$ cat src/hdl/cpu_pkg.sv
// ----------------------------------------------------------
// CPU package
// Instruction fields, device and condition codes, ALU ops
// ----------------------------------------------------------
package cpu_pkg;

    // ----------------------------------------------------------
    // Vector types

    typedef logic [7:0]  byte_t;    // Data value
    typedef logic [15:0] addr_t;    // Program or data address
    typedef logic [47:0] instr_t;   // One microcode word
    typedef logic [7:0]  flags_t;   // ALU status, see FLAG_* positions

    // Memory sizes
    localparam int ROM_DEPTH = 256;
    localparam int RAM_DEPTH = 256;

    // ----------------------------------------------------------
    // Field positions in instr_t, LSB of each field

    localparam int F_IMMED  = 0;    // 8 bits
    localparam int F_DADDR  = 8;    // 16 bits, direct address
    localparam int F_AMODE  = 24;   // High selects direct mode
    localparam int F_INVERT = 27;   // Flips the condition result
    localparam int F_SETF   = 28;   // Flag register update
    localparam int F_COND   = 29;   // 4 bits
    localparam int F_BDEV   = 33;   // 3 bits
    localparam int F_ADEV   = 36;   // 3 bits
    localparam int F_TDEV   = 39;   // 4 bits
    localparam int F_ALU    = 43;   // 5 bits

    // Flag bit positions, ordered as condition codes 1 to 8
    localparam int FLAG_CARRY = 0;
    localparam int FLAG_ZERO  = 1;
    localparam int FLAG_OVF   = 2;
    localparam int FLAG_NEG   = 3;
    localparam int FLAG_GT    = 4;
    localparam int FLAG_LT    = 5;
    localparam int FLAG_EQ    = 6;
    localparam int FLAG_NE    = 7;

    // ----------------------------------------------------------
    // Encodings

    typedef enum logic [4:0] {
        ALU_ZERO, ALU_PASS_A, ALU_PASS_B, ALU_ADD, ALU_SUB, ALU_ADD_CARRY, ALU_AND,
        ALU_OR, ALU_XOR, ALU_NOT_A, ALU_INC_A, ALU_DEC_A, ALU_SHL_A, ALU_SHR_A
    } alu_op_t;   // Unlisted codes give zero

    typedef enum logic [2:0] {
        ADEV_A, ADEV_B, ADEV_C, ADEV_D, ADEV_MARLO, ADEV_MARHI, ADEV_IN_PORT, ADEV_ZERO
    } adev_t;

    typedef enum logic [2:0] {
        BDEV_A, BDEV_B, BDEV_C, BDEV_D, BDEV_MARLO, BDEV_MARHI, BDEV_RAM, BDEV_IMMED
    } bdev_t;

    typedef enum logic [3:0] {
        TDEV_A, TDEV_B, TDEV_C, TDEV_D, TDEV_MARLO, TDEV_MARHI, TDEV_RAM, TDEV_OUT_PORT,
        TDEV_PCHITMP, TDEV_PC, TDEV_HALT, TDEV_NONE
    } tdev_t;     // Codes above NONE act as NONE

    typedef enum logic [3:0] {
        COND_ALWAYS, COND_CARRY, COND_ZERO, COND_OVF, COND_NEG, COND_GT, COND_LT,
        COND_EQ, COND_NE, COND_DI, COND_DO, COND_NEVER
    } cond_t;     // Codes above DO never pass

endpackage

$ cat src/hdl/data_memory.sv
// ----------------------------------------------------------
// Data RAM, 256 bytes, async read and sync write
// ----------------------------------------------------------
`timescale 1ns/10ps

module data_memory import cpu_pkg::*; (
    input  logic  clk,
    input  logic  ram_we,
    input  byte_t mem_addr,      // Already resolved by address mode
    input  byte_t result,
    output byte_t ram_rdata
);

    byte_t mem [RAM_DEPTH];

    always_ff @(posedge clk) begin
        if (ram_we) begin
            mem[mem_addr] <= result;
        end
    end

    assign ram_rdata = mem[mem_addr];   // Feeds the right operand mux

endmodule

$ cat config.mk
export PLATFORM = sky130hd
export DESIGN_NAME = data_memory
export DESIGN_NICKNAME = d
export VERILOG_FILES = /design/src/hdl/cpu_pkg.sv /design/src/hdl/data_memory.sv
export SDC_FILE = /design/constraint.sdc
export NUM_CORES = 2
export LEC_CHECK = 0
export CAP_MARGIN = 0
export CORE_ASPECT_RATIO = 1.5
export CORE_UTILIZATION = 50
export DETAILED_ROUTE_END_ITERATION = 8
export DONT_BUFFER_PORTS = 1
export MAX_ROUTING_LAYER = met4
export PLACE_DENSITY = 0.64
export REMOVE_ABC_BUFFERS = 1
export SYNTH_ARGS = -nofsm -noshare
export SYNTH_HDL_FRONTEND = slang
export SYNTH_SLANG_ARGS = --single-unit
$ cat constraint.sdc
create_clock -name clk -period 4.95 [get_ports clk]
set_clock_uncertainty 0.15 [all_clocks]
set_input_delay 0.7425 -clock clk [delete_from_list [all_inputs] [get_ports clk]]
set_output_delay 0.7425 -clock clk [all_outputs]
set_load 0.1 [all_outputs]
# --- Word-level counts from Yosys, hierarchy flattened ---
# Memory sizes are Yosys's and may differ from the RTL's.
# Cells that the tools add are included.
classes:
  mux: 2
op_table:
  columns: ["op", "count"]
  rows:
  - ["$mux W1", 2]
word_totals:
  regBits: 0
  ram_bits: 2048
  out_inout_bits: 8
  word_cells: 3
  memories: 1
mem_list:
  columns: ["memory", "words", "word_bits", "read_ports", "rd_ports_with_merged_regs", "wr", "line_no", "text"]
  rows:
  - ["mem", 256, 8, 1, 0, 1, "data_memory.sv:14", "byte_t mem [RAM_DEPTH];"]

# --- Depth between registers and ports, before layout ---
logic_depth:
  depth_word: 2
  mapped_depth: 10
  ltp_nobuf: 5

# --- Worst setup path before layout ---
# Ideal clock, no wire load.
synth_timing:
  path_kind: "input port to output port"
  from: "input mem_addr[0]"
  to: "output ram_rdata[0]"
  arrival_ps: 3362
  t_required_ps: 4058
  slack_ps: 696
  path_stages: 8
  path_buffers: 3
  path_cell_list: "buf_2 -> buf_2 -> buf_2 -> mux4_2 -> a22oi_1 -> a21oi_1 -> o41ai_1 -> nand4_1"
synth_between:
  elab_chain_cells: 1
synth_lines:
  columns: ["item", "line_no", "text"]
  rows:
  - ["start, declared", "data_memory.sv:9", "input byte_t mem_addr,"]
  - ["$mem_v2 Z256 W8", null, null]
  - ["end, declared", "data_memory.sv:11", "output byte_t ram_rdata"]
# Every way passes these cells.

# --- Final worst setup path ---
layout_timing:
  from: "input mem_addr[1]"
  to: "output ram_rdata[1]"
# Same word-level chain as after synthesis.

==> summary by stage <==
Place
Counting tap cells, the placed design contains a total of 5620 instances. Buffers placed on the I/O ports in this run total 0. The wire-length estimate of the detail-placed layout is 100 mm. The placement-stage cell area is 0.0820 mm2.

At the end of routability-driven placement, the weighted congestion stood at 0.824.

CTS
The number of setup buffers added after CTS is 0. The clock net in this run drives a total of 2048 sinks. The level count of the clock H-tree is 4. The clock-pin transition on the worst setup and hold timing paths is 0.07 ns. The TritonCTS clock tree is built. The number of buffers added by the clock tree synthesis step is 178.

The clock passes through at most 3 buffers. The cell sitting at the root of the clock tree is a sky130_fd_sc_hd__clkbuf_16.

Critical path
The type of origin of the critical path is an input pin. For the worst setup path, the data arrival time is 4.07 ns. At the worst endpoint, the required time is 4.06 ns. The type of the worst setup path is input pin to primary output. Of all nets on the critical path, the largest fanout is 71. The nature of the critical path endpoint is a primary output.

Floorplan
In this run the count of I/O pins placed on the die edge is 26. The die is 325 um wide. The initial utilization of the core area, before any placement, comes to 50.5%. The initialized floorplan defines 177 standard-cell rows. The total die area is 0.158 mm2. The die boundary height is 487 um. The area of the core region is 0.155 mm2.

GRT
The number of antenna violations at the first check in global routing came to 5. Global routing consumed, over all layers together, 24.3% of the routing resources. The number of global-route vias before repair is 38123.

The met2 routing resource usage after global routing is 41.2%. The first-pass GRT wire length is 267 mm. The routing layer with the top usage in global route is met2. Entering global routing, the biggest net connects 519 pins. The overall overflow remaining after global route is 0. For this run, global-route usage on met1 was measured as 30.2%. Global routing used 3.52% of the available met3 tracks.

Route
The detailed router finished its first iteration with 4352 violations. Wires add up to 193 mm. The iteration count of the initial detailed-routing pass is 5.

The via count normalized by instance count is 6.27. The average wire per cell in the routed design is 32.3 um. The detail route stage leaves a number of antenna-violating nets equal to 0. The final route contains 37597 vias.

For this run, design rule violations remaining after detail routing come to 0.

Logic synthesis
After synthesis, the mean cell area works out to 22.1 um2. After synthesis, the netlist uses 21 different library cells. Sorting the synthesized cells by area gives the leading types as sky130_fd_sc_hd__edfxtp_1 (79%), sky130_fd_sc_hd__mux4_2 (15%), sky130_fd_sc_hd__a22oi_1 (2.5%).

Sequential elements use 78.5% of the synthesized area. The synthesized netlist occupies a cell area of 0.0783 mm2. The count of synthesis-stage warnings from yosys is 0. The top cell type by total area after synthesis is sky130_fd_sc_hd__edfxtp_1. The number of flip-flops and latches in the synthesized netlist is 2048. Of the post-synthesis cell area, the dominant cell type holds 78.5%. The number of cells produced by synthesis is 3539.

STA
Setup repair after global routing could not meet its margin everywhere. For the finished layout, the period the worst path requires is 4.97 ns. The number of endpoints with negative hold slack in the final report is 0. Setup violations remaining at the end of the flow were counted as 1. For the pin with the worst max-slew slack, the measured transition is 1.11 ns. The number of max-slew violations in the final report is 0. The achievable frequency is 201 MHz. The worst-case headroom to the max-slew limit is 25.8%.

Dividing the final minimum period by the clock period gives 100%. After layout, the worst setup slack is -0.0171 ns.

Flow run
Max-cap violations in this run came to 0.

Cells and area
In the layout the commonest cells are sky130_fd_sc_hd__edfxtp_1 (2048), sky130_fd_sc_hd__mux4_2 (512), sky130_fd_sc_hd__a22oi_1 (253). After the last flow step, the layout net total stands at 3805. The final instance area is 0.0888 mm2. The largest registers in the layout are mem x2048. Excluding fillers, the count of instances in the completed layout stands at 5992. The fraction of layout cells with a size suffix above 1 is 27.3%.

The area growth from synthesis to layout is 13.3%. Leaving out fill and tap cells, the most frequent cell in the layout is sky130_fd_sc_hd__edfxtp_1. mem holds more flip-flops than any other register. The register with the most flip-flops in the layout has 2048 of them.

Power
The analysis attributes to cell leakage a power of 0.0273 uW. Power spread over the standard cell area amounts to 389 mW/mm2. VDD sags by at most 397 uV.

Outcome
The checks that failed: negative setup slack. The flow ran to the end, but the final reports show violations.

Worst hold path
The path class of the lowest-slack min-delay path is input pin to flop.
## worst max-delay path: stages
cell and delay, ns:
sky130_fd_sc_hd__buf_16 0.37, sky130_fd_sc_hd__buf_16 0.36, sky130_fd_sc_hd__mux4_2 0.41, sky130_fd_sc_hd__a22oi_1 0.37
sky130_fd_sc_hd__a21oi_1 0.22, sky130_fd_sc_hd__o41ai_2 0.45, sky130_fd_sc_hd__buf_4 0.21, sky130_fd_sc_hd__nand4_1 0.25
sky130_fd_sc_hd__buf_4 0.24, sky130_fd_sc_hd__buf_4 0.22
## path summary, 6_finish.rpt
path	startpoint	to	slack, ns	cells past startpoint
min	result[5]	mem[152][5]$_DFFE_PP_	0.10	1
max	mem_addr[1]	ram_rdata[1]	-0.02	10
## through the flow
step | worst slack (ns) | util [%] | hold slack, ns | total power (uW) | TNS [ns]
after global routing | -0.0202 | 57.2 | 0.0112 | 35300 | -0.0202
final | -0.0171 | 57.2 | 0.100 | 34500 | -0.0171
after floorplan | -2.79 | - | 0.691 | 20200 | -3144.11
after CTS | 0.0764 | 56.7 | 0.00513 | 34400 | 0
after global placement | -0.181 | 52.8 | 0.716 | 20600 | -0.253
after detailed placement | -0.360 | 52.8 | 0.740 | 20600 | -1.02
## metal layers
layer | part of all wire (%) | vias up
met3 | 6.9 | 291
met4 | 3.3 | 0
li1 | - | 15527
met2 | 53 | 1587
met5 | 0 | -
met1 | 37 | 20192
## logic make-up after synthesis
family	share of synthesized area [%]
multiplexers	14.7
buffers and inverters	1.40
AO/OA/AOI/OAI	3.63
flip-flops	78.5
AND/OR/NAND/NOR	1.74
## cell usage after synthesis
master,number
sky130_fd_sc_hd__edfxtp_1,2048
sky130_fd_sc_hd__mux4_2,512
sky130_fd_sc_hd__a22oi_1,256
sky130_fd_sc_hd__nor2_1,232
sky130_fd_sc_hd__clkbuf_1,145
sky130_fd_sc_hd__a21oi_1,128
sky130_fd_sc_hd__buf_2,36
sky130_fd_sc_hd__o41ai_1,32
sky130_fd_sc_hd__nor3_1,30
sky130_fd_sc_hd__nand2_1,28
sky130_fd_sc_hd__buf_1,19
sky130_fd_sc_hd__buf_4,16
sky130_fd_sc_hd__buf_6,16
sky130_fd_sc_hd__nand3_1,13
sky130_fd_sc_hd__nand4_1,8
sky130_fd_sc_hd__nor2b_1,7
sky130_fd_sc_hd__nand2b_1,6
sky130_fd_sc_hd__and2_1,3
sky130_fd_sc_hd__or2_2,2
sky130_fd_sc_hd__inv_1,1
sky130_fd_sc_hd__or3_1,1
## cell type report
type | instances | area, um2
Fill cell | 11233 | 66500
Sequential cell | 2048 | 61500
Multi-Input combinational cell | 1258 | 15900
Clock buffer | 218 | 4690
Timing Repair Buffer | 300 | 3090
Tap cell | 2058 | 2570
Clock inverter | 106 | 1000
Antenna cell | 3 | 7.51
Inverter | 1 | 3.75
## repair_timing
action	in CTS	in global routing
endpoints found under the setup margin	6	8
resized for setup	6	12
hold buffers	20	0
pin swaps	0	1
cloned	0	17
hold endpoints to repair	444	0
## power by group
group,internal [uW],switching [uW]
clock network,7630,6130
registers,19100,7.74
logic,640,985
(Power assumes the default switching activity.)
