### src/hdl/cpu_pkg.sv
// ----------------------------------------------------------
// CPU package
// Instruction fields, device and condition codes, ALU ops
// ----------------------------------------------------------
package cpu_pkg;

    // ----------------------------------------------------------
    // Vector types

    typedef logic [7:0]  byte_t;    // Data value
    typedef logic [15:0] addr_t;    // Program or data address
    typedef logic [47:0] instr_t;   // One microcode word
    typedef logic [7:0]  flags_t;   // ALU status, see FLAG_* positions

    // Memory sizes
    localparam int ROM_DEPTH = 256;
    localparam int RAM_DEPTH = 256;

    // ----------------------------------------------------------
    // Field positions in instr_t, LSB of each field

    localparam int F_IMMED  = 0;    // 8 bits
    localparam int F_DADDR  = 8;    // 16 bits, direct address
    localparam int F_AMODE  = 24;   // High selects direct mode
    localparam int F_INVERT = 27;   // Flips the condition result
    localparam int F_SETF   = 28;   // Flag register update
    localparam int F_COND   = 29;   // 4 bits
    localparam int F_BDEV   = 33;   // 3 bits
    localparam int F_ADEV   = 36;   // 3 bits
    localparam int F_TDEV   = 39;   // 4 bits
    localparam int F_ALU    = 43;   // 5 bits

    // Flag bit positions, ordered as condition codes 1 to 8
    localparam int FLAG_CARRY = 0;
    localparam int FLAG_ZERO  = 1;
    localparam int FLAG_OVF   = 2;
    localparam int FLAG_NEG   = 3;
    localparam int FLAG_GT    = 4;
    localparam int FLAG_LT    = 5;
    localparam int FLAG_EQ    = 6;
    localparam int FLAG_NE    = 7;

    // ----------------------------------------------------------
    // Encodings

    typedef enum logic [4:0] {
        ALU_ZERO, ALU_PASS_A, ALU_PASS_B, ALU_ADD, ALU_SUB, ALU_ADD_CARRY, ALU_AND,
        ALU_OR, ALU_XOR, ALU_NOT_A, ALU_INC_A, ALU_DEC_A, ALU_SHL_A, ALU_SHR_A
    } alu_op_t;   // Unlisted codes give zero

    typedef enum logic [2:0] {
        ADEV_A, ADEV_B, ADEV_C, ADEV_D, ADEV_MARLO, ADEV_MARHI, ADEV_IN_PORT, ADEV_ZERO
    } adev_t;

    typedef enum logic [2:0] {
        BDEV_A, BDEV_B, BDEV_C, BDEV_D, BDEV_MARLO, BDEV_MARHI, BDEV_RAM, BDEV_IMMED
    } bdev_t;

    typedef enum logic [3:0] {
        TDEV_A, TDEV_B, TDEV_C, TDEV_D, TDEV_MARLO, TDEV_MARHI, TDEV_RAM, TDEV_OUT_PORT,
        TDEV_PCHITMP, TDEV_PC, TDEV_HALT, TDEV_NONE
    } tdev_t;     // Codes above NONE act as NONE

    typedef enum logic [3:0] {
        COND_ALWAYS, COND_CARRY, COND_ZERO, COND_OVF, COND_NEG, COND_GT, COND_LT,
        COND_EQ, COND_NE, COND_DI, COND_DO, COND_NEVER
    } cond_t;     // Codes above DO never pass

endpackage

### src/hdl/register_bank.sv
// ----------------------------------------------------------
// Register bank, a b c d plus marlo and marhi
// Also builds the left and right operand muxes
// ----------------------------------------------------------
`timescale 1ns/10ps

module register_bank import cpu_pkg::*; (
    input  logic       clk,
    input  logic       rst,
    input  logic [3:0] reg_we,
    input  logic       marlo_we,
    input  logic       marhi_we,
    input  byte_t      result,
    input  adev_t      a_sel,
    input  bdev_t      b_sel,
    input  byte_t      in_data,
    input  byte_t      ram_rdata,
    input  byte_t      immed,
    output byte_t      a_val,
    output byte_t      b_val,
    output byte_t      marlo
);

    byte_t gpr [4];   // a, b, c, d
    byte_t marhi;

    always_ff @(posedge clk) begin
        if (rst) begin
            for (int i = 0; i < 4; i++) begin
                gpr[i] <= '0;
            end
            marlo <= '0;
            marhi <= '0;
        end else begin
            for (int i = 0; i < 4; i++) begin
                if (reg_we[i]) gpr[i] <= result;
            end
            if (marlo_we) marlo <= result;
            if (marhi_we) marhi <= result;
        end
    end

    // Left operand
    always_comb begin
        case (a_sel)
            ADEV_A:       a_val = gpr[0];
            ADEV_B:       a_val = gpr[1];
            ADEV_C:       a_val = gpr[2];
            ADEV_D:       a_val = gpr[3];
            ADEV_MARLO:   a_val = marlo;
            ADEV_MARHI:   a_val = marhi;
            ADEV_IN_PORT: a_val = in_data;
            default:      a_val = '0;          // zero device
        endcase
    end

    // Right operand
    always_comb begin
        case (b_sel)
            BDEV_A:     b_val = gpr[0];
            BDEV_B:     b_val = gpr[1];
            BDEV_C:     b_val = gpr[2];
            BDEV_D:     b_val = gpr[3];
            BDEV_MARLO: b_val = marlo;
            BDEV_MARHI: b_val = marhi;
            BDEV_RAM:   b_val = ram_rdata;
            default:    b_val = immed;
        endcase
    end

endmodule

### config.mk
export PLATFORM = sky130hd
export DESIGN_NAME = register_bank
export DESIGN_NICKNAME = d
export VERILOG_FILES = /design/src/hdl/cpu_pkg.sv /design/src/hdl/register_bank.sv
export SDC_FILE = /design/constraint.sdc
export NUM_CORES = 1
export LEC_CHECK = 0
export BUFFER_PORTS_ARGS = -buffer_cell sky130_fd_sc_hd__buf_2
export CAP_MARGIN = 30
export CORE_MARGIN = 1
export CORE_UTILIZATION = 57
export DETAILED_ROUTE_END_ITERATION = 10
export GPL_ROUTABILITY_DRIVEN = 0
export GPL_TIMING_DRIVEN = 0
export PLACE_DENSITY_LB_ADDON = 0.25
export REMOVE_ABC_BUFFERS = 1
export SYNTH_ARGS = -nofsm -noshare
export SYNTH_HDL_FRONTEND = slang
export SYNTH_SLANG_ARGS = --single-unit
export TNS_END_PERCENT = 50
### constraint.sdc
create_clock -name clk -period 3.7 [get_ports clk]
set_clock_uncertainty 0.05 [all_clocks]
set_input_delay 0.925 -clock clk [delete_from_list [all_inputs] [get_ports clk]]
set_output_delay 0.925 -clock clk [all_outputs]
set_load 0.05 [all_outputs]
**Word-level counts from Yosys, hierarchy flattened**

Memory sizes are Yosys's and may differ from the RTL's.
Cells that the tools add are included.

- Muxes and demuxes: 20
- Bitwise operators: 4
- Reductions and logical operators: 2
- Eq/ne operators: 12

Operator list:

| kind | number |
|---|---|
| case mux 8 bit (7 select lines) | 2 |
| 2-to-1 mux 8 bit | 4 |
| equality test 3 bit, second input constant | 6 |
| 2-to-1 mux 1 bit | 14 |
| equality test 3 x 2 -> 1 bit, second input constant | 4 |
| equality test 3 x 1 -> 1 bit, second input constant | 2 |
| logical NOT 3 bit | 2 |
| bitwise OR 1 bit | 4 |

- Bits in writable memories: 32
- Memories kept: 1
- Output and inout port bits: 24
- Word-level logic and storage cells: 41
- Input bits: 46
- Register bits after elaboration: 16

Memory list:

| memory | depth | width | read ports | clocked after memory_dff | wr ports | RTL line | source |
|---|---|---|---|---|---|---|---|
| gpr | 4 | 8 | 4 | 0 | 4 | register_bank.sv:24 | `byte_t gpr [4];` |

**Longest topological paths before layout**

- Depth after elaboration: 4
- Mapped depth: 6
- Gate-level depth less buffers: 4

**Least setup slack after synthesis**

No wires, ideal clock.

- Path type: input to output
- Start: in a_sel[1]
- End: out a_val[6]
- Data arrival time: 2.500 ns
- Stages on the path: 4
- Path slack: 0.225 ns
- Required time: 2.725 ns
- Cell sequence: buf_2 -> and2b_1 -> a21oi_1 -> o21ai_0

- Word-level cells in the longest chain between the ends: 2

Ends and longest elaborated chain:

| item | RTL line | source |
|---|---|---|
| start, declared | register_bank.sv:14 | `input adev_t a_sel,` |
| equality test 3 bit, or another cell as far along | register_bank.sv:45 | `case (a_sel)` |
| case mux 8 bit (7 select lines) (*) | register_bank.sv:45 |  |
| end, declared | register_bank.sv:19 | `output byte_t a_val,` |

Mark *: on every way between the ends. The rest lies on a longest branch, timed or not.

**Worst setup path in the final report**

- Start: in b_sel[2]
- End: out b_val[4]

- Word-level cells in the longest chain between the ends: 2

Ends and longest elaborated chain:

| item | RTL line | source |
|---|---|---|
| start, declared | register_bank.sv:15 | `input bdev_t b_sel,` |
| equality test 3 bit, or another cell as far along | register_bank.sv:59 | `case (b_sel)` |
| case mux 8 bit (7 select lines) (*) | register_bank.sv:59 |  |
| end, declared | register_bank.sv:20 | `output byte_t b_val,` |

Marked as above.

==> out/results.tsv <==
stage	metric	value	unit
power_and_ir_drop	Gate power share	0.233	
power_and_ir_drop	Sw Share	0.310	
power_and_ir_drop	total power	1.37	mW
synth	Syn. warnings	0	
global_route	GR Layer Usage met3	0.0514	
worst_setup_path	Worst Setup EP	b_val[4]	
route	Via Count	2470	
power_and_ir_drop	Pwr Density	423	nW/um2
route	antenna-violating nets left	0	
synth	count leader, synth	and2_1	
power_and_ir_drop	switching power total	423	uW
power_and_ir_drop	Seq pwr share	0.472	
cts	CTS Buf Count	5	
synth	Gate Count Post-Synth	270	
cts	cts hold-fix bufs	0	
global_route	peak-usage layer in the global routing report	met2	
synth	most instantiated cells after synthesis	and2_1, edfxtp_1, nor2_1	
final_layout	n_diodes	0	
die	Die Area	5170	um2
worst_setup_path	CP Launch Point	b_sel[2]	
final_layout	Final Cell Area	3230	um2
status	run status	complete, no violations	
worst_setup_path	critical-path maximum fanout	24	
timing	Final period util	0.949	
synth	Synth Area in Adders	0	
cts	Longest Clk Path Bufs	2	
timing	RSZ-0062 raised after global routing	no	
cts	clk_lat worst skew	0.30	ns
final_layout	# nets final	374	
die	core area	4720	um2
cts	clk sinks	48	
worst_setup_path	CP max-delay cell	nor2b_2	
timing	Worst slew margin	0.584	
final_layout	Final Non-Filler Cells	396	
timing	final hold vios	0	
cts	Clock Tree Root	clkbuf_8	
timing	hold_ws	0.496	ns
timing	setup TNS	0	ns
job	max-cap viol count	0	
power_and_ir_drop	Max VDD drop	306	uV
worst_setup_path	Crit path required time	2.72	ns
cts	clock slew at reported path FFs	0.09	ns
global_route	vias in the first global route	2261	
power_and_ir_drop	Internal	942	uW
route	Detailed Route WL	7660	um
synth	sequential element share of the synthesized area	0.460	
global_route	first-pass GRT wire length	11800	um
global_route	GRT Util Overall	0.311	
global_route	met2 Usage GRT	0.498	
route	DR pass1 iterations	5	
synth	Synth area leader	edfxtp_1	
die	die width	71.9	um
timing	final slew viol count	0	
synth	EDFF count, synth	32	
power_and_ir_drop	clock share of power	0.294	
synth	Yosys cell types	32	
synth	post-synthesis average cell area	10.3	um2
global_route	antenna violations before repair	0	
worst_setup_path	CP Launch Type	input pin	
worst_setup_path	r2r startpoint	marhi[0]$_SDFFE_PP0P_	
synth	largest family of logic cells by synthesized area	compound AO/OA/AOI/OAI gates	
synth	share of synthesized registers carrying an async set or reset	0	
synth	Synth Area in Compound Gates	0.187	
global_route	routing usage on met1	0.426	
synth	leading post-synthesis cells by cell area	edfxtp_1, dfxtp_1, mux2i_1	
route	DRC viols	0	
worst_setup_path	reg-to-reg critical path endpoint	marhi[0]$_SDFFE_PP0P_	
synth	synthesized cell area	2790	um2
global_route	grt ovf	0	
route	routed length per instance	19.3	um
synth	Synth Area in Simple Gates	0.183	
timing	final setup fails	0	
worst_setup_path	r2r setup slk	2.97	ns
synth	predominant post-synthesis flop cell	edfxtp_1	
route	Initial DRC Count	337	
die	Initial Util	0.590	
worst_setup_path	WP data arrival	2.54	ns
synth	synthesis-stage register bit count	48	
global_route	largest net degree at the start of global routing	28	
placement	Final HPWL DP	5360	um
worst_setup_path	CP Capture Type	output pin	
final_layout	Layout area overhead	16.0	%
cts	CTS tree	built	
worst_setup_path	Worst path most repeated cell	buf_2	
synth	post-synth top area share	0.345	
power_and_ir_drop	Leakage	1.37	nW
placement	DP Area	3110	um2
synth	post-synthesis mux area share	0.130	
worst_setup_path	CP max stage delay	0.39	ns
timing	fmax	285	MHz
die	Rows	25	
cts	Max H-tree Level	2	
timing	Worst-Margin Slew	0.623	ns
synth	Synth Area in XOR/XNOR	0	
final_layout	share of post-route cells with drive strength above 1	0.283	
timing	min cycle time layout	3.51	ns
worst_setup_path	Cell Chain, Critical Path	buf_2, nor2b_2, a22oi_1, a21oi_1, o22a_1, buf_2	
worst_setup_path	Reg2Reg Depth	2	
worst_setup_path	crit path kind	input pin to output pin	
die	# IOs	70	
route	DR vias/cell	6.24	
placement	input/output buffers	69	
die	Die Y	71.9	um
hold_path	Hold Path Class	register to register	
placement	placed insts	388	
==> routing by layer <==
layer	wire length [um]	vias up	part of all wire
met5	0	-	0
met4	182	0	0.024
met3	719	19	0.094
met2	3470	174	0.45
met1	3280	1150	0.43
li1	-	1127	-
==> layout by cell type, fill, tap and decap left out, types with 5 or more instances in the layout <==
cell       n
or2_2      6
dfxtp_1   16
o22a_1     5
o21ai_0    7
and2_1    34
nor2_1    29
nand2_1    8
mux2_2     5
nor2b_1    9
clkbuf_8   6
buf_2     69
a22o_1     7
a21oi_1   21
edfxtp_1  32
a22oi_1    7
mux2i_1   26
a221oi_1  14
==> cell type report <==
class                   count  area [um2]
inverters                   1        3.75
fillers                   381        1490
flip-flops and latches     48        1280
well taps                  67        83.8
clock buffers               6        82.6
repair buffers             69         345
clock inverters             2        38.8
multi-input cells         203        1400
==> power by group through the flow <==
stage               combinational (mW)  clock [mW]  sequential (mW)
floorplan                        0.191           0            0.660
global placement                 0.308           0            0.652
detailed placement               0.314           0            0.655
CTS                              0.315       0.407            0.643
global route                     0.340       0.423            0.648
finish                           0.319       0.402            0.644
==> worst min-delay path by stage <==
stage / slack, ns / cells past startpoint / endpoint / start
2_1_floorplan: 0.42 / 2 / marhi[2]$_SDFFE_PP0P_ / marhi[2]$_SDFFE_PP0P_
3_3_place_gp: 0.45 / 2 / marhi[2]$_SDFFE_PP0P_ / marhi[2]$_SDFFE_PP0P_
3_5_place_dp: 0.47 / 2 / marhi[2]$_SDFFE_PP0P_ / marhi[2]$_SDFFE_PP0P_
4_1_cts: 0.49 / 2 / marhi[2]$_SDFFE_PP0P_ / marhi[2]$_SDFFE_PP0P_
5_1_grt: 0.54 / 2 / marlo[0]$_SDFFE_PP0P_ / marlo[0]$_SDFFE_PP0P_
6_report: 0.50 / 2 / marhi[2]$_SDFFE_PP0P_ / marhi[2]$_SDFFE_PP0P_
==> sequential cells by signal, summed over array words and instances, names as in the netlist <==
name / cells
gpr: 32
marhi: 8
marlo: 8
==> repair_timing <==
| item | CTS | global route |
|---|---|---|
| resized for setup | 0 | 1 |
| setup endpoints to repair | 0 | 1 |
| setup buffers | 0 | 0 |
==> worst max-delay path: cells and delay by family <==
family / cells / cell delay, ns
AO/OA/AOI/OAI: 3 / 0.57
AND/OR/NAND/NOR: 1 / 0.39
buffers and inverters: 2 / 0.64
==> through the flow <==
| stage | setup slack [ns] | utilization |
|---|---|---|
| after detailed placement | 0.245 | 0.658 |
| final | 0.188 | 0.684 |
| after floorplan | 0.402 | - |
| after CTS | 0.156 | 0.683 |
| after global placement | 0.275 | 0.658 |
| after global routing | 0.0856 | 0.684 |
==> kinds of logic after synthesis <==
group,count (synthesis)
DFF,48
muxes,33
and+or+nand+nor,96
buffers and inverters,19
AOI/OAI and AO/OA,74
No activity file was read; power rests on OpenSTA's default activity.
