===== config.mk =====
export PLATFORM = sky130hd
export DESIGN_NAME = alu
export DESIGN_NICKNAME = d
export VERILOG_FILES = /design/src/hdl/cpu_pkg.sv /design/src/hdl/alu.sv
export SDC_FILE = /design/constraint.sdc
export NUM_CORES = 1
export LEC_CHECK = 0
export ABC_AREA = 1
export BUFFER_PORTS_ARGS = -buffer_cell sky130_fd_sc_hd__buf_2
export CORE_ASPECT_RATIO = 0.75
export CORE_MARGIN = 2
export CORE_UTILIZATION = 59
export CTS_CLUSTER_DIAMETER = 200
export DETAILED_ROUTE_END_ITERATION = 7
export PLACE_DENSITY = 0.83
export SLEW_MARGIN = 20
export SYNTH_ARGS = -nofsm -noshare
export SYNTH_HDL_FRONTEND = slang
export SYNTH_SLANG_ARGS = --single-unit

===== constraint.sdc =====
create_clock -name clk -period 3.2 [get_ports clk]
set_clock_uncertainty 0.05 [all_clocks]
set_input_delay 0.16 -clock clk [delete_from_list [all_inputs] [get_ports clk]]
set_output_delay 0.16 -clock clk [all_outputs]
set_load 0.01 [all_outputs]

===== src/hdl/cpu_pkg.sv =====
// ----------------------------------------------------------
// CPU package
// Instruction fields, device and condition codes, ALU ops
// ----------------------------------------------------------
package cpu_pkg;

    // ----------------------------------------------------------
    // Vector types

    typedef logic [7:0]  byte_t;    // Data value
    typedef logic [15:0] addr_t;    // Program or data address
    typedef logic [47:0] instr_t;   // One microcode word
    typedef logic [7:0]  flags_t;   // ALU status, see FLAG_* positions

    // Memory sizes
    localparam int ROM_DEPTH = 256;
    localparam int RAM_DEPTH = 256;

    // ----------------------------------------------------------
    // Field positions in instr_t, LSB of each field

    localparam int F_IMMED  = 0;    // 8 bits
    localparam int F_DADDR  = 8;    // 16 bits, direct address
    localparam int F_AMODE  = 24;   // High selects direct mode
    localparam int F_INVERT = 27;   // Flips the condition result
    localparam int F_SETF   = 28;   // Flag register update
    localparam int F_COND   = 29;   // 4 bits
    localparam int F_BDEV   = 33;   // 3 bits
    localparam int F_ADEV   = 36;   // 3 bits
    localparam int F_TDEV   = 39;   // 4 bits
    localparam int F_ALU    = 43;   // 5 bits

    // Flag bit positions, ordered as condition codes 1 to 8
    localparam int FLAG_CARRY = 0;
    localparam int FLAG_ZERO  = 1;
    localparam int FLAG_OVF   = 2;
    localparam int FLAG_NEG   = 3;
    localparam int FLAG_GT    = 4;
    localparam int FLAG_LT    = 5;
    localparam int FLAG_EQ    = 6;
    localparam int FLAG_NE    = 7;

    // ----------------------------------------------------------
    // Encodings

    typedef enum logic [4:0] {
        ALU_ZERO, ALU_PASS_A, ALU_PASS_B, ALU_ADD, ALU_SUB, ALU_ADD_CARRY, ALU_AND,
        ALU_OR, ALU_XOR, ALU_NOT_A, ALU_INC_A, ALU_DEC_A, ALU_SHL_A, ALU_SHR_A
    } alu_op_t;   // Unlisted codes give zero

    typedef enum logic [2:0] {
        ADEV_A, ADEV_B, ADEV_C, ADEV_D, ADEV_MARLO, ADEV_MARHI, ADEV_IN_PORT, ADEV_ZERO
    } adev_t;

    typedef enum logic [2:0] {
        BDEV_A, BDEV_B, BDEV_C, BDEV_D, BDEV_MARLO, BDEV_MARHI, BDEV_RAM, BDEV_IMMED
    } bdev_t;

    typedef enum logic [3:0] {
        TDEV_A, TDEV_B, TDEV_C, TDEV_D, TDEV_MARLO, TDEV_MARHI, TDEV_RAM, TDEV_OUT_PORT,
        TDEV_PCHITMP, TDEV_PC, TDEV_HALT, TDEV_NONE
    } tdev_t;     // Codes above NONE act as NONE

    typedef enum logic [3:0] {
        COND_ALWAYS, COND_CARRY, COND_ZERO, COND_OVF, COND_NEG, COND_GT, COND_LT,
        COND_EQ, COND_NE, COND_DI, COND_DO, COND_NEVER
    } cond_t;     // Codes above DO never pass

endpackage


===== src/hdl/alu.sv =====
// ----------------------------------------------------------
// ALU, 8-bit, with the status flag register
// ----------------------------------------------------------
`timescale 1ns/10ps

module alu import cpu_pkg::*; (
    input  logic    clk,
    input  logic    rst,
    input  byte_t   a_val,
    input  byte_t   b_val,
    input  alu_op_t alu_op,
    input  logic    flags_we,
    output byte_t   result,
    output flags_t  flags
);

    logic [8:0] wide;         // Bit 8 is carry or borrow out
    logic       ovf;
    flags_t     next_flags;

    // ----------------------------------------------------------
    // Operations

    always_comb begin
        wide = '0;
        ovf  = 1'b0;
        case (alu_op)
            ALU_PASS_A: wide = {1'b0, a_val};
            ALU_PASS_B: wide = {1'b0, b_val};
            ALU_ADD: begin
                wide = {1'b0, a_val} + {1'b0, b_val};
                ovf  = (a_val[7] == b_val[7]) && (wide[7] != a_val[7]);
            end
            ALU_ADD_CARRY: begin
                wide = {1'b0, a_val} + {1'b0, b_val} + 9'(flags[FLAG_CARRY]);
                ovf  = (a_val[7] == b_val[7]) && (wide[7] != a_val[7]);
            end
            ALU_SUB: begin
                wide = {1'b0, a_val} - {1'b0, b_val};   // Borrow lands in bit 8
                ovf  = (a_val[7] != b_val[7]) && (wide[7] != a_val[7]);
            end
            ALU_AND:    wide = {1'b0, a_val & b_val};
            ALU_OR:     wide = {1'b0, a_val | b_val};
            ALU_XOR:    wide = {1'b0, a_val ^ b_val};
            ALU_NOT_A:  wide = {1'b0, ~a_val};
            ALU_INC_A: begin
                wide = {1'b0, a_val} + 9'd1;
                ovf  = (a_val == 8'h7f);
            end
            ALU_DEC_A: begin
                wide = {1'b0, a_val} - 9'd1;
                ovf  = (a_val == 8'h80);
            end
            ALU_SHL_A: begin
                wide = {a_val, 1'b0};                   // MSB out to carry
                ovf  = a_val[7] ^ a_val[6];             // Sign changed
            end
            ALU_SHR_A:  wide = {a_val[0], 1'b0, a_val[7:1]};
            default:    ;                               // Zero
        endcase
    end

    assign result = wide[7:0];

    // ----------------------------------------------------------
    // Flags

    always_comb begin
        next_flags             = '0;
        next_flags[FLAG_CARRY] = wide[8];
        next_flags[FLAG_ZERO]  = (wide[7:0] == 8'h00);
        next_flags[FLAG_OVF]   = ovf;
        next_flags[FLAG_NEG]   = wide[7];
        // Compare is unsigned and independent of the operation
        next_flags[FLAG_GT]    = (a_val > b_val);
        next_flags[FLAG_LT]    = (a_val < b_val);
        next_flags[FLAG_EQ]    = (a_val == b_val);
        next_flags[FLAG_NE]    = (a_val != b_val);
    end

    always_ff @(posedge clk) begin
        if (rst) begin
            flags <= '0;
        end else if (flags_we) begin
            flags <= next_flags;
        end
    end

endmodule


Yosys cells after proc, flatten, opt, wreduce, memory -nomap -nowiden:

Cells that the tools add are included.

* bitwise gates (word level): 5
* reduce and logical (&&, ||, !) cells: 4
* order comparisons: 2
* shifts and indexed selects: 0
* multipliers: 0
* equality and inequality tests: 22
* divide/modulo/power cells: 0
* $add $sub $neg: 5
* mux-type cells: 2

Operator list (count)
* 9-bit case mux with 13 select lines: 1
* 5-bit by 4-bit == test with 1-bit output (second input constant): 6
* 5-bit by 3-bit == test with 1-bit output (second input constant): 4
* 5-bit by 2-bit == test with 1-bit output (second input constant): 2
* 8-bit by 1-bit adder with 9-bit output (second input constant): 1
* 8-bit by 8-bit adder with 9-bit output: 1
* 9-bit by 1-bit adder with 9-bit output: 1
* 8-bit by 1-bit subtractor with 9-bit output (second input constant): 1
* 8-bit by 8-bit subtractor with 9-bit output: 1
* 8-bit bitwise AND: 1
* 8-bit by 7-bit == test with 1-bit output (second input constant): 1
* 8-bit == test: 1
* 8-bit == test (second input constant): 1
* 8-bit > comparator: 1
* 8-bit zero test: 1
* 8-bit less-than comparator: 1
* 8-bit != test: 1
* 8-bit inverter: 1
* 8-bit OR: 1
* 8-bit bitwise XOR: 1
* 1-bit case mux with 6 select lines: 1
* 5-bit by 1-bit == test with 1-bit output (second input constant): 1
* 1-bit != test: 4
* 1-bit logical AND: 3
* 2 further kinds: 2

* word-level logic and storage cells: 41
* memory bits (writable): 0
* bits in latches: 0
* flip-flop bits (word level): 8
* ROM bits: 0
* memories: 0

Longest topological paths before layout:

* depth in word-level cells: 5
* gate-level depth with buffers: 20
* depth with buffers taken out: 20

Least setup slack after synthesis:

No wires, ideal clock.

* path type: input-to-reg
* start: in alu_op[2]
* end: reg flags[1]
* arrival: 2.217 ns
* setup time: 0.066 ns
* stages on the path: 20
* path slack: 0.867 ns
* path through: inv_2 -> nand2_1 -> inv_2 -> nand2_1 -> nor2_1 -> inv_1 -> fa_1 -> inv_1 -> nand3_1 -> nand2_1 -> a21oi_1 -> o21ai_0 -> o21ai_0 -> inv_1 -> nand3_1 -> nor2_1 -> nand3_1 -> nor2_1 -> nand2_1 -> a21oi_2

* cells in the longest elaborated chain, start to end: 3
* elaborated cells between the ends (all ways): 15
* those cells by class: eq/ne: 13; mux: 1; reduce/logical: 1

RTL lines
* start, declared: line alu.sv:11 `input alu_op_t alu_op,`
* 5-bit by 4-bit == test with 1-bit output, or another cell as far along: line alu.sv:27 `case (alu_op)`
* 9-bit case mux with 13 select lines (*): line alu.sv:27
* via result[4]: line alu.sv:13 `output byte_t result,`
* 8-bit zero test (*): line alu.sv:71 `next_flags[FLAG_ZERO] = (wide[7:0] == 8'h00);`
* end signal, assigned: line alu.sv:85 `flags <= next_flags;`
* end, declared: line alu.sv:14 `output flags_t flags`

Mark *: on every way through the listed nets, which the timed path passes. The rest lies on a longest branch.
A chain may end at the register's enable or synchronous reset.

Final worst setup path:

* start: in alu_op[2]
* end: out result[6]

* cells in the longest elaborated chain, start to end: 2
* elaborated cells between the ends (all ways): 14
* those cells by class: eq/ne: 13; mux: 1

RTL lines (line)
* 5-bit by 4-bit == test with 1-bit output, or another cell as far along: alu.sv:27
* 9-bit case mux with 13 select lines (*): alu.sv:27
* end, declared: alu.sv:13

Every way passes the cells marked *; elsewhere a longest branch is shown, timed or not.

==> flow_summary.ini <==
[floorplan]
start_util_pct = 62.6
fp-row-count = 20
dieArea_um2 = 4930
die_w_um = 80.5
fp.coreArea_um2 = 4130
die_y_um = 61.3
pin_count = 40

[power]
vdd_ir_drop_max_mv = 0.248
p_per_area_nw_per_um2 = 214
leakagePower_nw = 1.61
power_mw = 0.609

[clocking]
clock-root-buffer = clkbuf_8
cts_tree = yes
cts_setup_buffers = 0
clock_latency_ns = 0.24
cts_buffers = 3
cts_max_path_buffers = 2
cts.sinks = 8
ctsResizeCount = 0
postCtsHoldBufs = 0
htree_num_levels = 1
clk_pin_slew_ns = 0.04

[cells_and_area]
final_cell_mix = nand2_1, inv_1, nor2_1
final_common_cell = nand2_1
area_delta_synth_final_pct = 10.2
num_antenna_cells = 0
top_regs = flags x8
regMostFlops = flags
final.fill_count = 427
nNetsFinal = 568
multi_input_area_um2 = 2080
largest_reg_flops = 8
area.sequential_um2 = 160
layout-drive-gt1-share_pct = 15.0

[timing]
hold_viol_final = 0
tightest_slew_ns = 0.694
period_needed_ns = 2.88
setup_ws_ns = 0.318
rsz0062_at_grt = false
final.setup.tns_ns = 0
max_freq_ghz = 0.347
setup_violations = 0
holdWs_ns = 0.117
relSlewSlack_pct = 53.4
finalCritPeriodShare_pct = 90.1
slew_viol_final = 0

[synthesis]
ys_types = 39
synth_area_um2 = 2590
ys_warn_count = 0
synth_nets = 529
yosys.area.top_type = nand2_1
synthTopCellsByArea = nand2_1, ha_1, inv_1
synthCells = 469
syn_area_per_cell_um2 = 5.51
synth-edff-count = 0
synth-main-ff-cell = dfxtp_1
synthArstFlopShare_pct = 0
yosysSeqAreaShare_pct = 6.19
synth_top_area_share_pct = 18.9
ys_ff_latch = 8

[critical_path]
critPathKind = input pin to output port
path_buf_inv = 7
worstPathCellList = buf_2, inv_2, nand2_1, inv_2, nand2_1, nor2_1, inv_1, fa_1, inv_1, nand3_1, nand2_1, a21oi_1, nor2_1, o22ai_1, inv_1, nand4_1, buf_2
r2r_start = flags[0]
crit_slowest_cell = nor2_1
crit_arrival_ns = 2.67
critPathCaptureType = output port
worstPathRequired_ns = 2.99
start_kind = input pin
cp_top_family = simple AND/OR/NAND/NOR gates
cpPeakStageDelay_ns = 0.42
worstSetupStartpoint = alu_op[2]
worst-path-max-fanout = 8

[outcome]
status = finished, final reports clean

[global_routing]
antenna_found_initial = 0
grt_pass1_wl_mm = 13.9
grt_pass1_vias = 2860
grt_usage_pct = 37.4
grt_max_degree = 12
grt_overflow_total = 0

[hold_path]
hold_path_class = input pin to flip-flop
hp-start = rst

[drt]
viasPerCell = 5.81
drt-initial-drc-count = 376
num_vias = 3259
drtAntennaViolNets = 0
wl_mm = 8.83
drc = 0
wire_per_inst_um = 15.7
firstDrtPassIters = 5

[placement]
hpwl_mm = 7.29
portBuffers = 39
dp_slack_ns = 0.216
globalplace.congestion = 0.989

[flow_run]
maxCapViolCount = 0
per-layer routing:
| layer | vias to the layer above | share of wire, % | GRT usage (%) |
|---|---|---|---|
| met5 | - | 0 | 0 |
| met4 | 0 | 2.7 | 12.6 |
| li1 | 1593 | - | - |
| met3 | 25 | 14 | 9.24 |
| met2 | 222 | 40 | 56.4 |
| met1 | 1419 | 44 | 52.5 |
report_power, final:
part	total [mW]	switching, mW	internal, mW
Combinational	0.368	0.247	0.120
Clock	0.132	0.0493	0.0823
Sequential	0.109	0.00324	0.106
Total	0.609	0.300	0.309
layout make-up:
cell class	count	share of cell area (%)
well taps	55	2.42
clock buffers	3	1.45
flip-flops and latches	8	5.62
inverters	78	10.3
repair buffers	40	7.11
multi-input cells	377	73.1
per-stage QoR:
step / cell area (um^2) / instances / utilization (%)
finish: 2850 / 561 / 69.0
global route: 2850 / 561 / 69.0
CTS: 2850 / 561 / 69.0
detailed placement: 2810 / 558 / 68.0
global placement: 2810 / 558 / 68.0
floorplan: 2590 / 469 / -
synthesized netlist by cell type (2+ instances only):
cell type and number:
nand2_1 130, inv_1 67, nor2_1 56, nand3_1 40, ha_1 33, a21oi_1 27
o21ai_0 18, inv_2 11, o22ai_1 10, nand4_1 9, dfxtp_1 8, nor2_2 6
o21ai_1 6, nand3_2 5, nand2_2 4, nor3_1 4, buf_6 3, fa_1 3
or2_2 3, a21o_1 2, o21bai_1 2, o31ai_1 2, or2_1 2, xnor2_1 2
xor2_1 2
worst register-to-register path, cell delays in order (launching register included):
cell	delay, ns
dfxtp_1	0.43
ha_1	0.21
ha_1	0.17
inv_1	0.04
nor2_1	0.20
nand2_1	0.12
nor2_2	0.11
nand2_1	0.11
nor2_2	0.13
nand2_1	0.08
a21oi_1	0.13
o21ai_1	0.08
nand3_1	0.08
nand2_1	0.05
a21oi_1	0.11
path summary, 6_finish.rpt:
kind	end	slack, ns	depth (start not counted)
min	flags[1]	0.12	2
max	result[6]	0.32	17
min reg2reg	flags[4]	0.41	2
max reg2reg	flags[0]	1.04	14
logic make-up (layout without fill, tap and decap cells):
| kind of cell | count (synthesis) | in the layout | share of synthesized area (%) |
|---|---|---|---|
| flops | 8 | 8 | 6.19 |
| fa+ha+maj | 36 | 36 | 18.3 |
| simple gates | 264 | 264 | 44.9 |
| xor+xnor | 4 | 4 | 1.35 |
| buf+inv | 84 | 121 | 13.3 |
| compound gates | 73 | 73 | 16.0 |
Power figures use the tool's default switching activity.
