[src/hdl/cpu_pkg.sv]
// ----------------------------------------------------------
// CPU package
// Instruction fields, device and condition codes, ALU ops
// ----------------------------------------------------------
package cpu_pkg;

    // ----------------------------------------------------------
    // Vector types

    typedef logic [7:0]  byte_t;    // Data value
    typedef logic [15:0] addr_t;    // Program or data address
    typedef logic [47:0] instr_t;   // One microcode word
    typedef logic [7:0]  flags_t;   // ALU status, see FLAG_* positions

    // Memory sizes
    localparam int ROM_DEPTH = 256;
    localparam int RAM_DEPTH = 256;

    // ----------------------------------------------------------
    // Field positions in instr_t, LSB of each field

    localparam int F_IMMED  = 0;    // 8 bits
    localparam int F_DADDR  = 8;    // 16 bits, direct address
    localparam int F_AMODE  = 24;   // High selects direct mode
    localparam int F_INVERT = 27;   // Flips the condition result
    localparam int F_SETF   = 28;   // Flag register update
    localparam int F_COND   = 29;   // 4 bits
    localparam int F_BDEV   = 33;   // 3 bits
    localparam int F_ADEV   = 36;   // 3 bits
    localparam int F_TDEV   = 39;   // 4 bits
    localparam int F_ALU    = 43;   // 5 bits

    // Flag bit positions, ordered as condition codes 1 to 8
    localparam int FLAG_CARRY = 0;
    localparam int FLAG_ZERO  = 1;
    localparam int FLAG_OVF   = 2;
    localparam int FLAG_NEG   = 3;
    localparam int FLAG_GT    = 4;
    localparam int FLAG_LT    = 5;
    localparam int FLAG_EQ    = 6;
    localparam int FLAG_NE    = 7;

    // ----------------------------------------------------------
    // Encodings

    typedef enum logic [4:0] {
        ALU_ZERO, ALU_PASS_A, ALU_PASS_B, ALU_ADD, ALU_SUB, ALU_ADD_CARRY, ALU_AND,
        ALU_OR, ALU_XOR, ALU_NOT_A, ALU_INC_A, ALU_DEC_A, ALU_SHL_A, ALU_SHR_A
    } alu_op_t;   // Unlisted codes give zero

    typedef enum logic [2:0] {
        ADEV_A, ADEV_B, ADEV_C, ADEV_D, ADEV_MARLO, ADEV_MARHI, ADEV_IN_PORT, ADEV_ZERO
    } adev_t;

    typedef enum logic [2:0] {
        BDEV_A, BDEV_B, BDEV_C, BDEV_D, BDEV_MARLO, BDEV_MARHI, BDEV_RAM, BDEV_IMMED
    } bdev_t;

    typedef enum logic [3:0] {
        TDEV_A, TDEV_B, TDEV_C, TDEV_D, TDEV_MARLO, TDEV_MARHI, TDEV_RAM, TDEV_OUT_PORT,
        TDEV_PCHITMP, TDEV_PC, TDEV_HALT, TDEV_NONE
    } tdev_t;     // Codes above NONE act as NONE

    typedef enum logic [3:0] {
        COND_ALWAYS, COND_CARRY, COND_ZERO, COND_OVF, COND_NEG, COND_GT, COND_LT,
        COND_EQ, COND_NE, COND_DI, COND_DO, COND_NEVER
    } cond_t;     // Codes above DO never pass

endpackage

[src/hdl/io_port.sv]
// ----------------------------------------------------------
// Byte I/O, output holding register and input consume strobe
// ----------------------------------------------------------
`timescale 1ns/10ps

module io_port import cpu_pkg::*; (
    input  logic  clk,
    input  logic  rst,
    input  logic  out_we,
    input  byte_t result,
    output byte_t out_data,
    output logic  out_valid,
    input  logic  out_ready,
    output logic  do_ready,    // DO flag
    input  adev_t a_sel,
    input  logic  exec,
    input  logic  in_valid,
    output logic  in_ready
);

    // Free when empty or draining this cycle
    assign do_ready = !out_valid || out_ready;

    always_ff @(posedge clk) begin
        if (out_we && do_ready) begin
            out_data <= result;
        end
    end

    always_ff @(posedge clk) begin
        if (rst) begin
            out_valid <= 1'b0;
        end else if (out_we && do_ready) begin
            out_valid <= 1'b1;         // Refill, may overlap a drain
        end else if (out_ready) begin
            out_valid <= 1'b0;
        end
        // Write while full and stalled is dropped
    end

    // Consume strobe for the byte the executing instruction reads
    assign in_ready = exec && (a_sel == ADEV_IN_PORT) && in_valid;

endmodule

[config.mk]
export PLATFORM = sky130hd
export DESIGN_NAME = io_port
export DESIGN_NICKNAME = d
export VERILOG_FILES = /design/src/hdl/cpu_pkg.sv /design/src/hdl/io_port.sv
export SDC_FILE = /design/constraint.sdc
export NUM_CORES = 1
export LEC_CHECK = 0
export ABC_AREA = 1
export BUFFER_PORTS_ARGS = -buffer_cell sky130_fd_sc_hd__buf_2
export CORE_AREA = 2 2 39 41
export DETAILED_ROUTE_END_ITERATION = 16
export DIE_AREA = 0 0 41 43
export PLACE_DENSITY_LB_ADDON = 0.05
export SYNTH_ARGS = -nofsm -noshare
export SYNTH_HDL_FRONTEND = slang
export SYNTH_SLANG_ARGS = --single-unit
[constraint.sdc]
create_clock -name clk -period 3.6 [get_ports clk]
set_clock_uncertainty 0.15 [all_clocks]
set_input_delay 0 -clock clk [delete_from_list [all_inputs] [get_ports clk]]
set_output_delay 0 -clock clk [all_outputs]
set_load 0.02 [all_outputs]
## After elaboration in Yosys (flattened, before gate mapping)

Cells that the tools add are included.

- Flip-flop bits (word level): 9
- Input port bits: 17
- Output and inout port bits: 11
- Word-level logic and storage cells: 11

- Equality and inequality tests: 1
- Muxes and demuxes: 2
- Reductions and logical operators: 6

Operators with widths:

| kind | count |
|---|---|
| == test 3 bit, second input constant | 1 |
| logical AND 1 bit | 3 |
| two-way mux 1 bit | 2 |
| nonzero test 2 bit | 1 |
| zero test 1 bit | 1 |
| logical OR 1 bit | 1 |

## Longest topological paths before layout

Gate-level depths: netlist of the first run.

- Word-level depth: 4
- Mapped depth: 3
- Gate-level depth less buffers: 3

## Worst setup path before layout of the first run

No wires, ideal clock.

- Path type: reg2reg
- Start point: reg out_valid
- End point: reg out_data[0] (enable)
- Library setup time: 0.375 ns
- Arrival: 0.874 ns
- Required time: 3.075 ns
- Path slack: 2.201 ns
- Stages on the path, launching flop included: 2
- Buffers on the path: 0
- Clock period less this slack: 1.399 ns
- Cell sequence: dfxtp_1 a21oi_1

- Cells in the longest elaborated chain, start to end: 3

Ends and longest elaborated chain:

| element | RTL line | RTL |
|---|---|---|
| start, declared | io_port.sv:12 | `output logic out_valid,` |
| start signal, assigned | io_port.sv:32 | `out_valid <= 1'b0;` |
| start signal, assigned | io_port.sv:34 | `out_valid <= 1'b1;` |
| start signal, assigned | io_port.sv:36 | `out_valid <= 1'b0;` |
| zero test 1 bit | io_port.sv:22 | `assign do_ready = !out_valid \|\| out_ready;` |
| logical OR 1 bit | io_port.sv:22 |  |
| logical AND 1 bit | io_port.sv:25 | `if (out_we && do_ready) begin` |
| end signal, assigned | io_port.sv:26 | `out_data <= result;` |
| end, declared | io_port.sv:11 | `output byte_t out_data,` |

Every way passes these cells.
A chain may end at the register's enable or synchronous reset.

## Worst setup path after layout of the first run

- Start point: reg out_valid
- End point: reg out_data[3] (enable)

Same word-level chain as after synthesis.

==> results of run 1 <==
[cells by family (layout without fill, tap and decap cells)]
| group | count (synthesis) | after routing | synth area share |
|---|---|---|---|
| flip-flops | 9 | 9 | 0.8595 |
| buffers and inverters | 2 | 43 | 0.02477 |
| AND/OR/NAND/NOR | 4 | 4 | 0.07025 |
| AO/OA/AOI/OAI | 2 | 2 | 0.04544 |
[through the flow]
stage	setup WS (ns)	hold slack [ns]	instance area [um^2]	power [W]	instances
after floorplan	2.201	-0.08756	302.8	0.0001383	17
after global placement	2.157	0.009457	457.9	0.0001525	60
after detailed placement	2.093	0.01307	457.9	0.0001534	60
after CTS	2.082	0.1468	584.3	0.0002398	74
after global routing	2.025	0.1778	584.3	0.0002497	74
final	2.134	0.1357	584.3	0.0002350	74
[synthesized netlist by cell type]
master	number	area, um^2
inv_1	1	3.750
nand3b_1	1	7.510
a21oi_1	1	5.000
edfxtp_1	8	240.2
inv_2	1	3.750
nand2_1	1	3.750
nor2_1	1	3.750
nand2_2	1	6.260
dfxtp_1	1	20.02
a21oi_2	1	8.760
[power by group]
part | switching, W | leakage (nW) | internal, W
registers | 0.00000176 | 0.0858 | 0.000121
clock network | 0.0000331 | 0.0150 | 0.0000426
logic | 0.0000177 | 0.170 | 0.0000189
[registers in the layout, summed over array words and instances (netlist names)]
signal / flops
out_data: 8
out_valid: 1
[cell type report]
| type | instances | area (um^2) | area share |
|---|---|---|---|
| well taps | 16 | 20.02 | 0.03426 |
| multi-input cells | 6 | 35.03 | 0.05996 |
| inverters | 2 | 7.507 | 0.01285 |
| clock buffers | 4 | 26.28 | 0.04497 |
| flip-flops and latches | 9 | 260.3 | 0.4454 |
| repair buffers | 37 | 235.2 | 0.4026 |
[worst max-delay path by stage]
stage	end	slack (ns)	cells after the start
floorplan	out_data[0]$_DFFE_PP_	2.20	1
global placement	out_data[5]$_DFFE_PP_	2.16	1
detailed placement	out_data[7]$_DFFE_PP_	2.09	1
CTS	out_data[6]$_DFFE_PP_	2.08	1
global route	out_data[3]$_DFFE_PP_	2.03	1
finish	out_data[3]$_DFFE_PP_	2.13	1
[routing by layer]
layer  part of all wire  routed length, um  vias to the layer above
li1                   -                  -                      143
met1               0.33                229                      122
met2               0.59                414                       14
met3              0.079                 55                        0
met4                  0                  0                        0
met5                  0                  0                        -
==> out/results.ini, run 1 <==
[outcome]
run_status=finished clean

[flow_run]
maxCapViolCount=0

[floorplan]
fp.dieW_um=41
io_pins=28
start_util=0.2188
core-area_mm2=0.001384
fp-row-count=14
dieHeight_um=43
die_area_mm2=0.001763

[place]
io_buffers=27
gp_congestion=0.5687
dpl.hpwl_um=486.2

[global_routing]
grt.busiest_layer=met2
grt_overflow_total=0
grtUsageMet1=0.08389
use_met3=0.03141
grt_max_degree=9
met2_usage=0.1875
grt_use_total=0.1017
grt_pass1_wl_um=1166
antenna_found_initial=0
grt_pass1_vias=323

[cts]
hold_buffers=10
post_cts_resized=0
cts_tree=built
clk_pin_slew_ns=0.06
clock_latency_ns=0.25
clockBufferDepth=2
ctsHtreeMaxLevel=1
cts.sinks=9
cts_buffers=3
ctsRootBufferMaster=clkbuf_4
cts_setup_buffers=0

[critical_path]
worst_setup_path_end_kind=register
r2r-start=out_valid$_SDFFE_PP0P_
regToRegSetupSlack_ns=2.13
cpPeakStageDelay_ns=0.62
crit_start=out_valid$_SDFFE_PP0P_
path_cells=a21oi_1
crit_arrival_ns=1.20
ff2ff_path_depth=1
startpoint_type=register
cp.buffers_inverters=0
crit_fanout=8
required_ns=3.33
cp_slowest_cell=a21oi_1
criticalPathCategory=reg -> reg
r2r-end=out_data[3]$_DFFE_PP_
cp_top_family=compound AO/OA/AOI/OAI gates

[cells_and_area]
num_antenna_cells=0
mostFrequentLayoutCells=buf_2, dlygate4sd3_1, edfxtp_1
syn_to_final_growth_pct=92.98
final_common_cell=buf_2
fin_util=0.4222
num-fill-cells=142
drive_gt1_frac=0.5690
nets=76

[drt]
drtPass1Iterations=3
wl_per_cell_um=9.432
drtIter0Drc=2
drc=0
via_per_inst=3.770
routed_wl_um=698
vias=279
antenna_left=0

[worst_hold_path]
min_from=out_we
min_path_cells=3
hp-class=in -> reg
hold_end=out_data[0]$_DFFE_PP_

[yosys]
ys_ff_latch=9
ys_types=10
syn_area_um2=302.8
avgSynthCellArea_um2=17.81
synth_cells=17
synth.net_count=34
ys_seq_area_frac=0.8595
synth_warnings=0

[timing]
rsz0062_at_grt=false
tightest_slew_ns=0.7557
final.setup.tns_ns=0
slew_headroom=0.4962
period_share=0.4073
slew_violations=0
setup_viol_count_final=0
finalCriticalPeriod_ns=1.466
hold_violations=0
timing.fmax_mhz=681.9

[pwr]
powerDensity_mw_per_mm2=402.1
ir_drop_v=0.0001684
leakagePower_nw=0.2707

Note: power is estimated with default switching activity, not from simulation.
==> run 2, diff against run 1 <==
--- a/config.mk
+++ b/config.mk
@@ -5,7 +5,7 @@
 export SDC_FILE = /design/constraint.sdc
 export NUM_CORES = 1
 export LEC_CHECK = 0
-export ABC_AREA = 1
+export ABC_AREA = 0
 export BUFFER_PORTS_ARGS = -buffer_cell sky130_fd_sc_hd__buf_2
 export CORE_AREA = 2 2 39 41
 export DETAILED_ROUTE_END_ITERATION = 16
==> constraint.sdc (replaced) <==
create_clock -name clk -period 1.2 [get_ports clk]
set_clock_uncertainty 0.15 [all_clocks]
set_input_delay 0 -clock clk [delete_from_list [all_inputs] [get_ports clk]]
set_output_delay 0 -clock clk [all_outputs]
set_load 0.02 [all_outputs]
==> run 2 against run 1 <==
  * Cell count fell by 1.4%
  * Sequential share of layout area fell by 1.5 points
  * Cell area rose by 3.4%
==> out/results.ini, run 2 <==
[yosys]
synthAdderAreaFrac=0
synthSimpleGateAreaFrac=0.1280
synth.most_common_cell=edfxtp_1
synth_warnings=0
ys_seq_area_frac=0.8320
ys_ff_latch=9
avgSynthCellArea_um2=20.85
synthMuxAreaShare=0
synth_xor_area_frac=0
synth_compound_area_frac=0.02800
yosys-top-cells-area=edfxtp_1, dfxtp_1, nand2b_4, nor3b_2, a21oi_2
synth_area_leader_cell=edfxtp_1
synth_cells=15
synth_async_sr_flop_share=0
syn_area_um2=312.8
ys_types=8
synth_edf_count=8
synth_top_family_by_area=simple AND/OR/NAND/NOR gates
synth.net_count=32
ys.flop_type=edfxtp_1
synth_top_area_frac=0.7680

[critical_path]
ff2ff_path_depth=2
crit_fanout=8
crit_start=out_ready
regToRegSetupSlack_ns=0.13
required_ns=1.01
r2r-end=out_data[7]$_DFFE_PP_
cp_slowest_cell=dlygate4sd3_1
r2r-start=out_valid$_SDFFE_PP0P_
cpPeakStageDelay_ns=0.52
criticalPathCategory=in -> reg
path_cells=dlygate4sd3_1 -> buf_2 -> nand2b_4 -> and2_4
worst_setup_path_end_kind=register
startpoint_type=primary input
critPathCapture=out_data[7]$_DFFE_PP_
crit_arrival_ns=0.94

[floorplan]
core-area_mm2=0.001384
io_pins=28
dieHeight_um=43
die_area_mm2=0.001763
start_util=0.2260
fp.dieW_um=41
fp-row-count=14

[cells_and_area]
design_area_um2=604.3
nets=75
drive_gt1_frac=0.5965
fin_util=0.4367
syn_to_final_growth_pct=93.20
num-fill-cells=138
reg_top3=out_data: 8 flops, out_valid: 1 flops
num_antenna_cells=0
largest_reg_flops=8
multi_input_area_um2=48.80
top_register=out_data
final_common_cell=buf_2
register_area_um2=260.3
mostFrequentLayoutCells=buf_2, dlygate4sd3_1, edfxtp_1

[drt]
drtPass1Iterations=2
vias=277
drc=0
drtIter0Drc=3
antenna_left=0
routed_wl_um=678
wl_per_cell_um=9.288
via_per_inst=3.795

[timing]
final.setup.tns_ns=0
setup_viol_count_final=0
hold_violations=0
finalCriticalPeriod_ns=1.124
layout_setup_ws_ns=0.07607
timing.fmax_mhz=889.7
slew_violations=0
holdWs_ns=0.1146
rsz0062_at_grt=false
tightest_slew_ns=0.1398
slew_headroom=0.9066
period_share=0.9366

[cts]
cts_buffers=3
clk_pin_slew_ns=0.06
clockBufferDepth=2
ctsHtreeMaxLevel=1
cts_setup_buffers=0
cts_tree=built
clock_latency_ns=0.25
cts.sinks=9
ctsRootBufferMaster=clkbuf_4

[pwr]
powerDensity_mw_per_mm2=1177
ir_drop_v=0.0003549
leakagePower_nw=0.2763

[place]
placed_area_um2=467.9
io_buffers=27
gp_congestion=0.5400
dpl.hpwl_um=475.2
place_ws_ns=0.1263

[global_routing]
grt_use_total=0.09563
grt_overflow_total=0
grt_max_degree=9
antenna_found_initial=0
grt_pass1_wl_um=1055
grt_pass1_vias=268

[outcome]
run_status=finished clean

[worst_hold_path]
hp-class=in -> out
min_from=a_sel[0]

[flow_run]
maxCapViolCount=0

run 2: layer usage:
layer	share of wire	GRT usage	vias up
met1	0.31	0.08389	122
li1	-	-	139
met5	0	0	-
met2	0.61	0.1500	16
met3	0.084	0.03141	0
met4	0	0.1000	0
run 2: what timing repair did:
action,in CTS,in global routing
resized for setup,0,0
hold endpoints to repair,9,0
hold buffers,11,0
setup endpoints to repair,0,0
run 2: final cells by class:
type                            instances  area share
Timing Repair Buffer                   38      0.4058
Sequential cell                         9      0.4306
Inverter                                1    0.006211
Clock buffer                            4     0.04348
Multi-Input combinational cell          5     0.08075
Tap cell                               16     0.03313
run 2: critical path: cells and delay by family:
family | cells | cell delay [ns]
buf+inv | 2 | 0.61
simple gates | 2 | 0.33
run 2: how the worst min path moves through the flow:
stage / endpoint / slack (ns) / depth (start not counted)
2_1_floorplan: in_ready / -0.1 / 1
3_5_place_dp: out_valid$_SDFFE_PP0P_ / 0.02 / 2
3_3_place_gp: out_valid$_SDFFE_PP0P_ / 0.01 / 2
6_report: in_ready / 0.11 / 3
5_1_grt: in_ready / 0.14 / 3
4_1_cts: in_ready / 0.12 / 3
run 2: logic make-up after synthesis:
group           Yosys count
buf+inv                   1
simple gates              4
flops                     9
compound gates            1
run 2: stage by stage:
step	instances	total power, W
after floorplan	15	0.0004180
after global placement	58	0.0004605
after detailed placement	58	0.0004633
after CTS	73	0.0007266
after global routing	73	0.0007530
final	73	0.0007115
run 2: power breakdown:
group | total (W) | leakage, nW | internal [W] | switching (W)
combinational | 0.000115 | 0.176 | 0.0000625 | 0.0000526
clock | 0.000229 | 0.0150 | 0.000128 | 0.000101
sequential | 0.000367 | 0.0858 | 0.000362 | 0.00000497
